===== config.mk =====
export PLATFORM = sky130hd
export DESIGN_NAME = apu_top
export DESIGN_NICKNAME = d
export VERILOG_FILES = /design/src/rtl/apu_pkg.sv /design/src/rtl/apu_regs.sv /design/src/rtl/apu_top.sv /design/src/rtl/frame_sequencer.sv /design/src/rtl/noise_voice.sv /design/src/rtl/square_voice.sv /design/src/rtl/stereo_mixer.sv /design/src/rtl/volume_envelope.sv
export SDC_FILE = /design/constraint.sdc
export NUM_CORES = 1
export LEC_CHECK = 0
export ABC_AREA = 1
export BUFFER_PORTS_ARGS = -buffer_cell sky130_fd_sc_hd__clkbuf_2
export CORE_MARGIN = 3
export CORE_UTILIZATION = 45
export CTS_BUF_LIST = sky130_fd_sc_hd__clkbuf_4
export CTS_CLUSTER_DIAMETER = 60
export DETAILED_ROUTE_END_ITERATION = 12
export SYNTH_ARGS = -nofsm -noshare
export SYNTH_HDL_FRONTEND = slang
export SYNTH_SLANG_ARGS = --single-unit

===== constraint.sdc =====
create_clock -name clk -period 2.9 [get_ports clk]
set_input_delay 0.87 -clock clk [delete_from_list [all_inputs] [get_ports clk]]
set_output_delay 0.87 -clock clk [all_outputs]
set_load 0.01 [all_outputs]

===== src/rtl/apu_pkg.sv =====
package apu_pkg;

	typedef logic [3:0] level_t; // Output level of one voice.
	typedef logic [5:0] mix_t;   // Mixed level of one side.

	parameter level_t LEVEL_IDLE = 4'd8;
	parameter mix_t   MIX_IDLE   = 6'd32; // Four idle slots, wave slot included.
	parameter mix_t   MIX_MAX    = 6'd60;

	// Voice 1 registers.
	parameter logic [5:0] NR11 = 6'h11;
	parameter logic [5:0] NR12 = 6'h12;
	parameter logic [5:0] NR13 = 6'h13;
	parameter logic [5:0] NR14 = 6'h14;

	// Voice 2 registers.
	parameter logic [5:0] NR21 = 6'h16;
	parameter logic [5:0] NR22 = 6'h17;
	parameter logic [5:0] NR23 = 6'h18;
	parameter logic [5:0] NR24 = 6'h19;

	// Noise voice registers.
	parameter logic [5:0] NR41 = 6'h20;
	parameter logic [5:0] NR42 = 6'h21;
	parameter logic [5:0] NR43 = 6'h22;
	parameter logic [5:0] NR44 = 6'h23;

	// Routing and master on/off.
	parameter logic [5:0] NR51 = 6'h25;
	parameter logic [5:0] NR52 = 6'h26;

	// Duty step at which the square pulse goes high, per duty setting.
	parameter logic [2:0] DUTY_THRESHOLD [4] = '{3'd1, 3'd2, 3'd4, 3'd6};

endpackage


===== src/rtl/apu_regs.sv =====
`timescale 1ns/1ns

module apu_regs import apu_pkg::*; (
	input  logic        clk,
	input  logic        reset,
	input  logic [5:0]  addr,
	input  logic [7:0]  din,
	input  logic        write,
	output logic        master_ena,
	output logic [2:0]  route_left,
	output logic [2:0]  route_right,
	output logic [1:0]  sq1_duty,
	output logic [5:0]  sq1_length,
	output logic [3:0]  sq1_vol_init,
	output logic        sq1_vol_inc,
	output logic [2:0]  sq1_vol_period,
	output logic [10:0] sq1_freq,
	output logic        sq1_length_ena,
	output logic        sq1_trigger,
	output logic [1:0]  sq2_duty,
	output logic [5:0]  sq2_length,
	output logic [3:0]  sq2_vol_init,
	output logic        sq2_vol_inc,
	output logic [2:0]  sq2_vol_period,
	output logic [10:0] sq2_freq,
	output logic        sq2_length_ena,
	output logic        sq2_trigger,
	output logic [5:0]  ns_length,
	output logic [3:0]  ns_vol_init,
	output logic        ns_vol_inc,
	output logic [2:0]  ns_vol_period,
	output logic [3:0]  ns_shift,
	output logic        ns_width,
	output logic [2:0]  ns_div,
	output logic        ns_length_ena,
	output logic        ns_trigger
);

	logic write_prev;
	logic commit;

	assign commit = write_prev && !write; // Falling edge of write.

	always_ff @(posedge clk) begin
		write_prev  <= write;
		sq1_trigger <= 1'b0;
		sq2_trigger <= 1'b0;
		ns_trigger  <= 1'b0;

		if (commit) begin
			if (master_ena) begin
				case (addr)
					NR11: {sq1_duty, sq1_length} <= din;
					NR12: {sq1_vol_init, sq1_vol_inc, sq1_vol_period} <= din;
					NR13: sq1_freq[7:0] <= din;
					NR14: begin
						sq1_trigger    <= din[7];
						sq1_length_ena <= din[6];
						sq1_freq[10:8] <= din[2:0];
					end
					NR21: {sq2_duty, sq2_length} <= din;
					NR22: {sq2_vol_init, sq2_vol_inc, sq2_vol_period} <= din;
					NR23: sq2_freq[7:0] <= din;
					NR24: begin
						sq2_trigger    <= din[7];
						sq2_length_ena <= din[6];
						sq2_freq[10:8] <= din[2:0];
					end
					NR41: ns_length <= din[5:0];
					NR42: {ns_vol_init, ns_vol_inc, ns_vol_period} <= din;
					NR43: {ns_shift, ns_width, ns_div} <= din;
					NR44: begin
						ns_trigger    <= din[7];
						ns_length_ena <= din[6];
					end
					NR51: begin
						// Upper nibble is left, lower is right. Wave bits 6 and 2 are ignored.
						route_left  <= {din[7], din[5], din[4]};
						route_right <= {din[3], din[1], din[0]};
					end
					NR52: master_ena <= din[7];
					default: ;
				endcase
			end else if (addr == NR52 && din[7]) begin
				master_ena <= 1'b1; // Only way back on.
			end
		end

		if (!master_ena) begin // Lengths survive power off.
			sq1_duty       <= '0;
			sq1_vol_init   <= '0;
			sq1_vol_inc    <= 1'b0;
			sq1_vol_period <= '0;
			sq1_freq       <= '0;
			sq1_length_ena <= 1'b0;
			sq2_duty       <= '0;
			sq2_vol_init   <= '0;
			sq2_vol_inc    <= 1'b0;
			sq2_vol_period <= '0;
			sq2_freq       <= '0;
			sq2_length_ena <= 1'b0;
			ns_vol_init    <= '0;
			ns_vol_inc     <= 1'b0;
			ns_vol_period  <= '0;
			ns_shift       <= '0;
			ns_width       <= 1'b0;
			ns_div         <= '0;
			ns_length_ena  <= 1'b0;
			route_left     <= '0;
			route_right    <= '0;
		end

		if (reset) begin
			write_prev  <= 1'b0;
			master_ena  <= 1'b0;
			sq1_trigger <= 1'b0;
			sq2_trigger <= 1'b0;
			ns_trigger  <= 1'b0;
			sq1_length  <= '0;
			sq2_length  <= '0;
			ns_length   <= '0;
		end
	end

	// A second trigger pulse would reload a voice twice for one write.
	trigger_single: assert property (@(posedge clk) disable iff (reset)
		({sq1_trigger, sq2_trigger, ns_trigger} &
		 $past({sq1_trigger, sq2_trigger, ns_trigger})) == 3'b000);

endmodule


===== src/rtl/apu_top.sv =====
`timescale 1ns/1ns

module apu_top import apu_pkg::*; #(
	parameter int DIV_BITS = 13
) (
	input  logic       clk,
	input  logic       reset,
	input  logic [5:0] addr,
	input  logic [7:0] din,
	input  logic       write,
	output mix_t       left,
	output mix_t       right
);

	logic        master_ena;
	logic [2:0]  route_left;
	logic [2:0]  route_right;
	logic        freq_tick;
	logic        length_tick;
	logic        env_tick;

	logic [1:0]  sq1_duty;
	logic [5:0]  sq1_length;
	logic [3:0]  sq1_vol_init;
	logic        sq1_vol_inc;
	logic [2:0]  sq1_vol_period;
	logic [10:0] sq1_freq;
	logic        sq1_length_ena;
	logic        sq1_trigger;
	level_t      sq1_level;

	logic [1:0]  sq2_duty;
	logic [5:0]  sq2_length;
	logic [3:0]  sq2_vol_init;
	logic        sq2_vol_inc;
	logic [2:0]  sq2_vol_period;
	logic [10:0] sq2_freq;
	logic        sq2_length_ena;
	logic        sq2_trigger;
	level_t      sq2_level;

	logic [5:0]  ns_length;
	logic [3:0]  ns_vol_init;
	logic        ns_vol_inc;
	logic [2:0]  ns_vol_period;
	logic [3:0]  ns_shift;
	logic        ns_width;
	logic [2:0]  ns_div;
	logic        ns_length_ena;
	logic        ns_trigger;
	level_t      ns_level;

	apu_regs u_regs (
		.clk            (clk),
		.reset          (reset),
		.addr           (addr),
		.din            (din),
		.write          (write),
		.master_ena     (master_ena),
		.route_left     (route_left),
		.route_right    (route_right),
		.sq1_duty       (sq1_duty),
		.sq1_length     (sq1_length),
		.sq1_vol_init   (sq1_vol_init),
		.sq1_vol_inc    (sq1_vol_inc),
		.sq1_vol_period (sq1_vol_period),
		.sq1_freq       (sq1_freq),
		.sq1_length_ena (sq1_length_ena),
		.sq1_trigger    (sq1_trigger),
		.sq2_duty       (sq2_duty),
		.sq2_length     (sq2_length),
		.sq2_vol_init   (sq2_vol_init),
		.sq2_vol_inc    (sq2_vol_inc),
		.sq2_vol_period (sq2_vol_period),
		.sq2_freq       (sq2_freq),
		.sq2_length_ena (sq2_length_ena),
		.sq2_trigger    (sq2_trigger),
		.ns_length      (ns_length),
		.ns_vol_init    (ns_vol_init),
		.ns_vol_inc     (ns_vol_inc),
		.ns_vol_period  (ns_vol_period),
		.ns_shift       (ns_shift),
		.ns_width       (ns_width),
		.ns_div         (ns_div),
		.ns_length_ena  (ns_length_ena),
		.ns_trigger     (ns_trigger)
	);

	frame_sequencer #(
		.DIV_BITS (DIV_BITS)
	) u_seq (
		.clk         (clk),
		.reset       (reset),
		.master_ena  (master_ena),
		.freq_tick   (freq_tick),
		.length_tick (length_tick),
		.env_tick    (env_tick)
	);

	square_voice u_sq1 (
		.clk         (clk),
		.reset       (reset),
		.master_ena  (master_ena),
		.trigger     (sq1_trigger),
		.freq_tick   (freq_tick),
		.length_tick (length_tick),
		.env_tick    (env_tick),
		.duty        (sq1_duty),
		.length      (sq1_length),
		.length_ena  (sq1_length_ena),
		.freq        (sq1_freq),
		.vol_init    (sq1_vol_init),
		.vol_inc     (sq1_vol_inc),
		.vol_period  (sq1_vol_period),
		.level       (sq1_level)
	);

	square_voice u_sq2 (
		.clk         (clk),
		.reset       (reset),
		.master_ena  (master_ena),
		.trigger     (sq2_trigger),
		.freq_tick   (freq_tick),
		.length_tick (length_tick),
		.env_tick    (env_tick),
		.duty        (sq2_duty),
		.length      (sq2_length),
		.length_ena  (sq2_length_ena),
		.freq        (sq2_freq),
		.vol_init    (sq2_vol_init),
		.vol_inc     (sq2_vol_inc),
		.vol_period  (sq2_vol_period),
		.level       (sq2_level)
	);

	noise_voice u_noise (
		.clk         (clk),
		.reset       (reset),
		.master_ena  (master_ena),
		.trigger     (ns_trigger),
		.freq_tick   (freq_tick),
		.length_tick (length_tick),
		.env_tick    (env_tick),
		.length      (ns_length),
		.length_ena  (ns_length_ena),
		.shift       (ns_shift),
		.width       (ns_width),
		.div         (ns_div),
		.vol_init    (ns_vol_init),
		.vol_inc     (ns_vol_inc),
		.vol_period  (ns_vol_period),
		.level       (ns_level)
	);

	stereo_mixer u_mix (
		.clk         (clk),
		.reset       (reset),
		.master_ena  (master_ena),
		.route_left  (route_left),
		.route_right (route_right),
		.sq1_level   (sq1_level),
		.sq2_level   (sq2_level),
		.ns_level    (ns_level),
		.left        (left),
		.right       (right)
	);

endmodule


===== src/rtl/frame_sequencer.sv =====
`timescale 1ns/1ns

module frame_sequencer #(
	parameter int DIV_BITS = 13
) (
	input  logic clk,
	input  logic reset,
	input  logic master_ena,
	output logic freq_tick,
	output logic length_tick,
	output logic env_tick
);

	logic [DIV_BITS-1:0] div;
	logic [2:0]          step;
	logic                wrap;

	assign wrap = &div;

	always_ff @(posedge clk) begin
		if (reset || !master_ena) begin
			div  <= '0;
			step <= '0;
		end else begin
			div <= div + 1'b1;
			if (wrap)
				step <= step + 3'd1; // Eight steps per frame.
		end
	end

	assign freq_tick   = &div[1:0];             // Quarter clock rate.
	assign length_tick = wrap && !step[0];      // Steps 0, 2, 4, 6.
	assign env_tick    = wrap && (step == 3'd7);

endmodule


===== src/rtl/noise_voice.sv =====
`timescale 1ns/1ns

module noise_voice import apu_pkg::*; (
	input  logic       clk,
	input  logic       reset,
	input  logic       master_ena,
	input  logic       trigger,
	input  logic       freq_tick,
	input  logic       length_tick,
	input  logic       env_tick,
	input  logic [5:0] length,
	input  logic       length_ena,
	input  logic [3:0] shift,
	input  logic       width,
	input  logic [2:0] div,
	input  logic [3:0] vol_init,
	input  logic       vol_inc,
	input  logic [2:0] vol_period,
	output level_t     level
);

	logic        ena;
	logic [17:0] freq_cnt;
	logic [17:0] reload;
	logic [14:0] lfsr;
	logic [14:0] lfsr_next;
	logic        feedback;
	logic [6:0]  len_cnt;
	logic        pulse;
	level_t      volume;

	volume_envelope u_env (
		.clk        (clk),
		.reset      (reset),
		.trigger    (trigger),
		.env_tick   (env_tick),
		.active     (ena),
		.vol_init   (vol_init),
		.vol_inc    (vol_inc),
		.vol_period (vol_period),
		.volume     (volume)
	);

	assign reload   = (18'h3ffff - {15'd0, div}) << shift;
	assign feedback = lfsr[1] ^ lfsr[0];

	always_comb begin
		lfsr_next = {feedback, lfsr[14:1]};
		if (width)
			lfsr_next[6] = feedback; // Short 7-bit sequence.
	end

	always_ff @(posedge clk) begin
		if (trigger) begin
			freq_cnt <= reload;
			lfsr     <= 15'h7fff;
			len_cnt  <= {1'b0, length};
			ena      <= 1'b1;
		end else begin
			if (freq_tick && ena) begin
				if (&freq_cnt) begin
					freq_cnt <= reload;
					lfsr     <= lfsr_next;
				end else begin
					freq_cnt <= freq_cnt + 18'd1;
				end
			end
			if (length_tick && ena && length_ena) begin
				if (len_cnt[6]) begin
					ena     <= 1'b0;
					len_cnt <= {1'b0, length};
				end else begin
					len_cnt <= len_cnt + 7'd1;
				end
			end
		end
		if (!master_ena)
			ena <= 1'b0;
		if (reset) begin
			ena     <= 1'b0;
			len_cnt <= '0;
		end
	end

	assign pulse = !lfsr[0];
	assign level = !ena  ? LEVEL_IDLE :
	               pulse ? LEVEL_IDLE + {1'b0, volume[3:1]} :
	               LEVEL_IDLE - ({1'b0, volume[3:1]} + {3'b000, volume[0]});

endmodule


===== src/rtl/square_voice.sv =====
`timescale 1ns/1ns

module square_voice import apu_pkg::*; (
	input  logic        clk,
	input  logic        reset,
	input  logic        master_ena,
	input  logic        trigger,
	input  logic        freq_tick,
	input  logic        length_tick,
	input  logic        env_tick,
	input  logic [1:0]  duty,
	input  logic [5:0]  length,
	input  logic        length_ena,
	input  logic [10:0] freq,
	input  logic [3:0]  vol_init,
	input  logic        vol_inc,
	input  logic [2:0]  vol_period,
	output level_t      level
);

	logic        ena;
	logic [10:0] freq_cnt;
	logic [2:0]  duty_step;
	logic [6:0]  len_cnt;
	logic        pulse;
	level_t      volume;
	level_t      half_down;
	level_t      half_up;

	volume_envelope u_env (
		.clk        (clk),
		.reset      (reset),
		.trigger    (trigger),
		.env_tick   (env_tick),
		.active     (ena),
		.vol_init   (vol_init),
		.vol_inc    (vol_inc),
		.vol_period (vol_period),
		.volume     (volume)
	);

	always_ff @(posedge clk) begin
		if (trigger) begin
			freq_cnt  <= freq;
			duty_step <= '0;
			len_cnt   <= {1'b0, length};
			ena       <= 1'b1;
		end else begin
			if (freq_tick && ena) begin
				if (&freq_cnt) begin
					freq_cnt  <= freq; // Period is 2048 minus freq ticks.
					duty_step <= duty_step + 3'd1;
				end else begin
					freq_cnt <= freq_cnt + 11'd1;
				end
			end
			if (length_tick && ena && length_ena) begin
				if (len_cnt[6]) begin
					ena     <= 1'b0; // Length expired.
					len_cnt <= {1'b0, length};
				end else begin
					len_cnt <= len_cnt + 7'd1;
				end
			end
		end
		if (!master_ena)
			ena <= 1'b0;
		if (reset) begin
			ena     <= 1'b0;
			len_cnt <= '0;
		end
	end

	assign pulse     = duty_step >= DUTY_THRESHOLD[duty];
	assign half_down = {1'b0, volume[3:1]};
	assign half_up   = {1'b0, volume[3:1]} + {3'b000, volume[0]};
	assign level     = !ena  ? LEVEL_IDLE :
	                   pulse ? LEVEL_IDLE + half_down : LEVEL_IDLE - half_up;

	// Power off reaches the level one edge after the register file drops master.
	idle_after_off: assert property (@(posedge clk) disable iff (reset)
		!master_ena |=> level == LEVEL_IDLE);

endmodule


===== src/rtl/stereo_mixer.sv =====
`timescale 1ns/1ns

module stereo_mixer import apu_pkg::*; (
	input  logic       clk,
	input  logic       reset,
	input  logic       master_ena,
	input  logic [2:0] route_left,
	input  logic [2:0] route_right,
	input  level_t     sq1_level,
	input  level_t     sq2_level,
	input  level_t     ns_level,
	output mix_t       left,
	output mix_t       right
);

	// Bit 0 is voice 1, bit 1 voice 2, bit 2 noise.
	function automatic mix_t side_sum(input logic [2:0] route, input level_t l1,
	                                  input level_t l2, input level_t l3);
		mix_t sum;
		sum = mix_t'(LEVEL_IDLE); // Absent wave slot.
		sum = sum + (route[0] ? l1 : LEVEL_IDLE);
		sum = sum + (route[1] ? l2 : LEVEL_IDLE);
		sum = sum + (route[2] ? l3 : LEVEL_IDLE);
		return sum;
	endfunction

	always_ff @(posedge clk) begin
		if (reset || !master_ena) begin
			left  <= MIX_IDLE;
			right <= MIX_IDLE;
		end else begin
			left  <= side_sum(route_left, sq1_level, sq2_level, ns_level);
			right <= side_sum(route_right, sq1_level, sq2_level, ns_level);
		end
	end

	// Voice levels top out at 15, so three voices and the idle wave slot stay in range.
	mix_in_range: assert property (@(posedge clk) disable iff (reset)
		left <= MIX_MAX && right <= MIX_MAX);

endmodule


===== src/rtl/volume_envelope.sv =====
`timescale 1ns/1ns

module volume_envelope import apu_pkg::*; (
	input  logic       clk,
	input  logic       reset,
	input  logic       trigger,
	input  logic       env_tick,
	input  logic       active,
	input  logic [3:0] vol_init,
	input  logic       vol_inc,
	input  logic [2:0] vol_period,
	output level_t     volume
);

	logic [2:0] count;
	logic [2:0] count_next;

	assign count_next = count + 3'd1;

	always_ff @(posedge clk) begin
		if (reset) begin
			count  <= '0;
			volume <= '0;
		end else if (trigger) begin
			count  <= '0;
			volume <= vol_init;
		end else if (env_tick && active && vol_period != 3'd0) begin
			// Period n steps once every n envelope ticks.
			if (count_next == vol_period) begin
				count <= '0;
				if (vol_inc) begin
					if (volume != 4'd15)
						volume <= volume + 4'd1; // Saturate at full.
				end else begin
					if (volume != 4'd0)
						volume <= volume - 4'd1;
				end
			end else begin
				count <= count_next;
			end
		end
	end

endmodule


==> flow_metrics.env <==
export IMPL_utilization=0.538
export IMPL_cts_root_buf="clkbuf_4"
export IMPL_hp_class="in2reg"
export IMPL_first_global_vias=9882
export IMPL_finalMaxSlewViolations=0
export IMPL_die_y_um=167
export IMPL_cts_tree="built"
export IMPL_synthFlopType="dfxtp_1"
export IMPL_hold_viol_final=0
export IMPL_dieArea_sq_mm=0.0280
export IMPL_routed_wl_um=29200
export IMPL_numCtsBuffers=61
export IMPL_clk_pin_slew_worst_paths_ns=0.07
export IMPL_netlist_instances=1555
export IMPL_io_pins=29
export IMPL_vias=10300
export IMPL_cap_violations=0
export IMPL_grt_pass1_wl_um=48300
export IMPL_fill_cells=2473
export IMPL_clockBufferDepth=3
export IMPL_drt_wirelength_per_cell_um=14.2
export IMPL_initial_core_util=0.461
export IMPL_cp_required_ns=3.47
export IMPL_final_setup_worst_slack_ns=-0.145
export IMPL_synth_most_common_cell="nand2_1"
export IMPL_grt_use_total=0.208
export IMPL_synth_top_area_frac=0.315
export IMPL_crit_fanout=4
export IMPL_status="finished with violations"
export IMPL_clk_latency_ns=0.71
export IMPL_arrival_ns=3.61
export IMPL_yosys_warnings=0
export IMPL_synth_nets=1635
export IMPL_htreeDepth=2
export IMPL_final_antenna_net_count=0
export IMPL_die_x_um=167
export IMPL_total_power_mw=6.18
export IMPL_syn2layout_area_growth_pct=16.8
export IMPL_port_buffers=28
export IMPL_period_share=1.05
export IMPL_antenna_found_initial=1
export IMPL_endpoint_kind="flop"
export IMPL_worstSetupPathType="reg2reg"
export IMPL_ys_seq_elements=224
export IMPL_synth_seq_area_share=0.417
export IMPL_syn_area_sq_mm=0.0117
export IMPL_post_dp_hpwl_um=20800
export IMPL_dp_cells=1933
export IMPL_slew_headroom=0.562
export IMPL_synth_edf_count=40
export IMPL_reg2reg_setup_slack_ns=-0.15
export IMPL_fmax_ghz=0.328
export IMPL_drcViolationCount=0
export IMPL_r2r_cells=14
export IMPL_nNetsFinal=1749
export IMPL_violations="negative setup slack"
export IMPL_rows=58
export IMPL_clock_sinks=224
export IMPL_core_area_sq_mm=0.0254
export IMPL_holdBufCountCts=0
export IMPL_worstMarginPinSlew_ns=0.655
export IMPL_grt_max_degree=68
export IMPL_syn_area_per_cell_sq_um=7.53
export IMPL_endpoint="u_mix.right[4]$_SDFF_PP0_"
export IMPL_rr_startpoint="u_regs.sq1_duty[1]$_SDFFE_PN0P_"
export IMPL_ys_types=48
export IMPL_clock_skew_ns=0.0502
export IMPL_ir_drop_mv=0.290
export IMPL_r2r_end="u_mix.right[4]$_SDFF_PP0_"
export IMPL_drive_gt1_frac=0.175
export IMPL_avgViaCountPerCell=5.03
export IMPL_grt_overflow=0
export IMPL_period_minus_slack_ns=3.05
export IMPL_setup_violations=6
export IMPL_crit_start="u_regs.sq1_duty[1]$_SDFFE_PN0P_"
export IMPL_synth_top_cells_by_count="nand2_1 (317), inv_1 (187), dfxtp_1 (184), nor2_1 (178), o21ai_0 (157)"
export IMPL_synthTopCellsByArea="dfxtp_1 (31%), edfxtp_1 (10%), nand2_1 (10%)"
export IMPL_gp_congestion=0.883
export IMPL_async_flop_share=0
export IMPL_fin_cells=2048
export IMPL_pwr_density_cell_mw_per_mm2=452
export IMPL_yosys_area_top_type="dfxtp_1"
export IMPL_grt_setup_unrepaired="true"
export IMPL_dr_pass1_iters=6
export IMPL_startpoint_type="flop"
export IMPL_leakagePower_nw=5.63
export IMPL_drt_initial_drc_count=537
[worst max-delay path, stage by stage, from the launching register on]
cell	delay, ns
dfxtp_2	0.35
inv_2	0.05
ha_4	0.25
a21oi_4	0.14
nand3_4	0.14
a211oi_4	0.30
nand2_2	0.09
fa_2	0.55
inv_2	0.04
ha_4	0.27
ha_4	0.13
inv_2	0.04
fa_2	0.33
xor2_1	0.16
nor2_1	0.05
[worst min-delay path by stage]
stage	from	cells past startpoint	to
6_report	write	3	u_regs.write_prev$_SDFF_PP0_
5_1_grt	write	3	u_regs.write_prev$_SDFF_PP0_
4_1_cts	write	3	u_regs.write_prev$_SDFF_PP0_
3_5_place_dp	u_seq.div[0]$_SDFF_PP0_	1	u_seq.div[0]$_SDFF_PP0_
3_3_place_gp	u_seq.div[0]$_SDFF_PP0_	1	u_seq.div[0]$_SDFF_PP0_
2_1_floorplan	u_seq.div[0]$_SDFF_PP0_	1	u_seq.div[0]$_SDFF_PP0_
[timing repair]
action,4_1_cts,5_1_grt
gates resized for setup,23,18
pin swaps,14,27
endpoints found under the setup margin,6,7
buffers inserted,2,1
[area by class of cell]
cell class                      count  area, sq um  area share
Antenna cell                        1         2.50    0.000183
Tap cell                          330          413      0.0302
Sequential cell                   224         4900       0.359
Inverter                          196          736      0.0538
Timing Repair Buffer               92          628      0.0459
Clock buffer                       99          743      0.0544
Clock inverter                     12         76.3     0.00558
Multi-Input combinational cell   1094         6170       0.451
[metrics by stage]
step | hold slack, ns | cell area [sq um] | worst slack, ns | TNS, ns
after floorplan | 0.418 | 11800 | -0.0901 | -0.242
after global placement | 0.433 | 12600 | -0.222 | -0.975
final | 0.380 | 13700 | -0.145 | -0.649
after detailed placement | 0.438 | 12600 | -0.330 | -1.42
after CTS | 0.324 | 13600 | -0.149 | -0.699
after global routing | 0.346 | 13700 | -0.259 | -1.38
[layer usage]
metal	vias to the layer above	track usage	wire length [um]
met5	-	0	0
met4	0	0.0637	707
met3	71	0.0397	1470
met2	207	0.343	13200
met1	4659	0.277	13800
li1	5373	-	-
[where the power goes]
part / switching (mW) / total, mW / internal [mW]
clock network: 1.31 / 2.93 / 1.62
registers: 0.000434 / 3.15 / 3.15
logic: 0.0765 / 0.0955 / 0.0190
[flip-flops by register name (all words and copies together) (netlist names), 4 cells and up, named ones only]
name / count
u_sq1.u_env.volume: 4
u_regs.sq1_freq: 11
u_regs.sq2_length: 6
u_sq1.freq_cnt: 11
u_noise.len_cnt: 7
u_seq.div: 13
u_regs.ns_vol_init: 4
u_noise.u_env.volume: 4
u_regs.sq2_vol_init: 4
u_mix.right: 6
u_mix.left: 6
u_sq2.freq_cnt: 11
u_noise.freq_cnt: 18
u_regs.sq2_freq: 11
u_sq1.len_cnt: 7
u_regs.sq1_vol_init: 4
u_regs.sq1_length: 6
u_regs.ns_length: 6
u_sq2.u_env.volume: 4
u_sq2.len_cnt: 7
u_regs.ns_shift: 4
u_noise.lfsr: 15
[logic make-up after synthesis]
logic type / Yosys count / synth area share
compound gates: 329 / 0.148
xor+xnor: 39 / 0.0292
flops: 224 / 0.417
fa+ha+maj: 63 / 0.0757
buf+inv: 237 / 0.0804
simple gates: 661 / 0.248
mux: 2 / 0.00182
[layout by cell type (no fill, tap or decap), drive strengths merged]
cell type | synthesis | final
nand2 | 325 | 325
nor2 | 190 | 190
inv | 189 | 189
dfxtp | 184 | 184
o21ai | 167 | 167
a21oi | 138 | 138
clkbuf | 23 | 127
nand3 | 95 | 95
buf | 18 | 64
ha | 50 | 50
edfxtp | 40 | 40
xor2 | 22 | 22
nand4 | 20 | 20
nor3 | 20 | 20
xnor2 | 17 | 17
clkinv | 7 | 17
a211oi | 15 | 15
fa | 13 | 13
or2 | 4 | 4
nand3b | 3 | 3
o22ai | 2 | 2
o21a | 2 | 2
diode | 0 | 1
o21bai | 1 | 1
mux2i | 1 | 1
nor4 | 1 | 1
a31oi | 1 | 1
a311oi | 1 | 1
o31ai | 1 | 1
mux2 | 1 | 1
nor3b | 1 | 1
a22oi | 1 | 1
and3 | 1 | 1
nor4b | 1 | 1
clkinvlp | 0 | 1
bufinv | 0 | 1
Note: power is estimated with default switching activity, not from simulation.
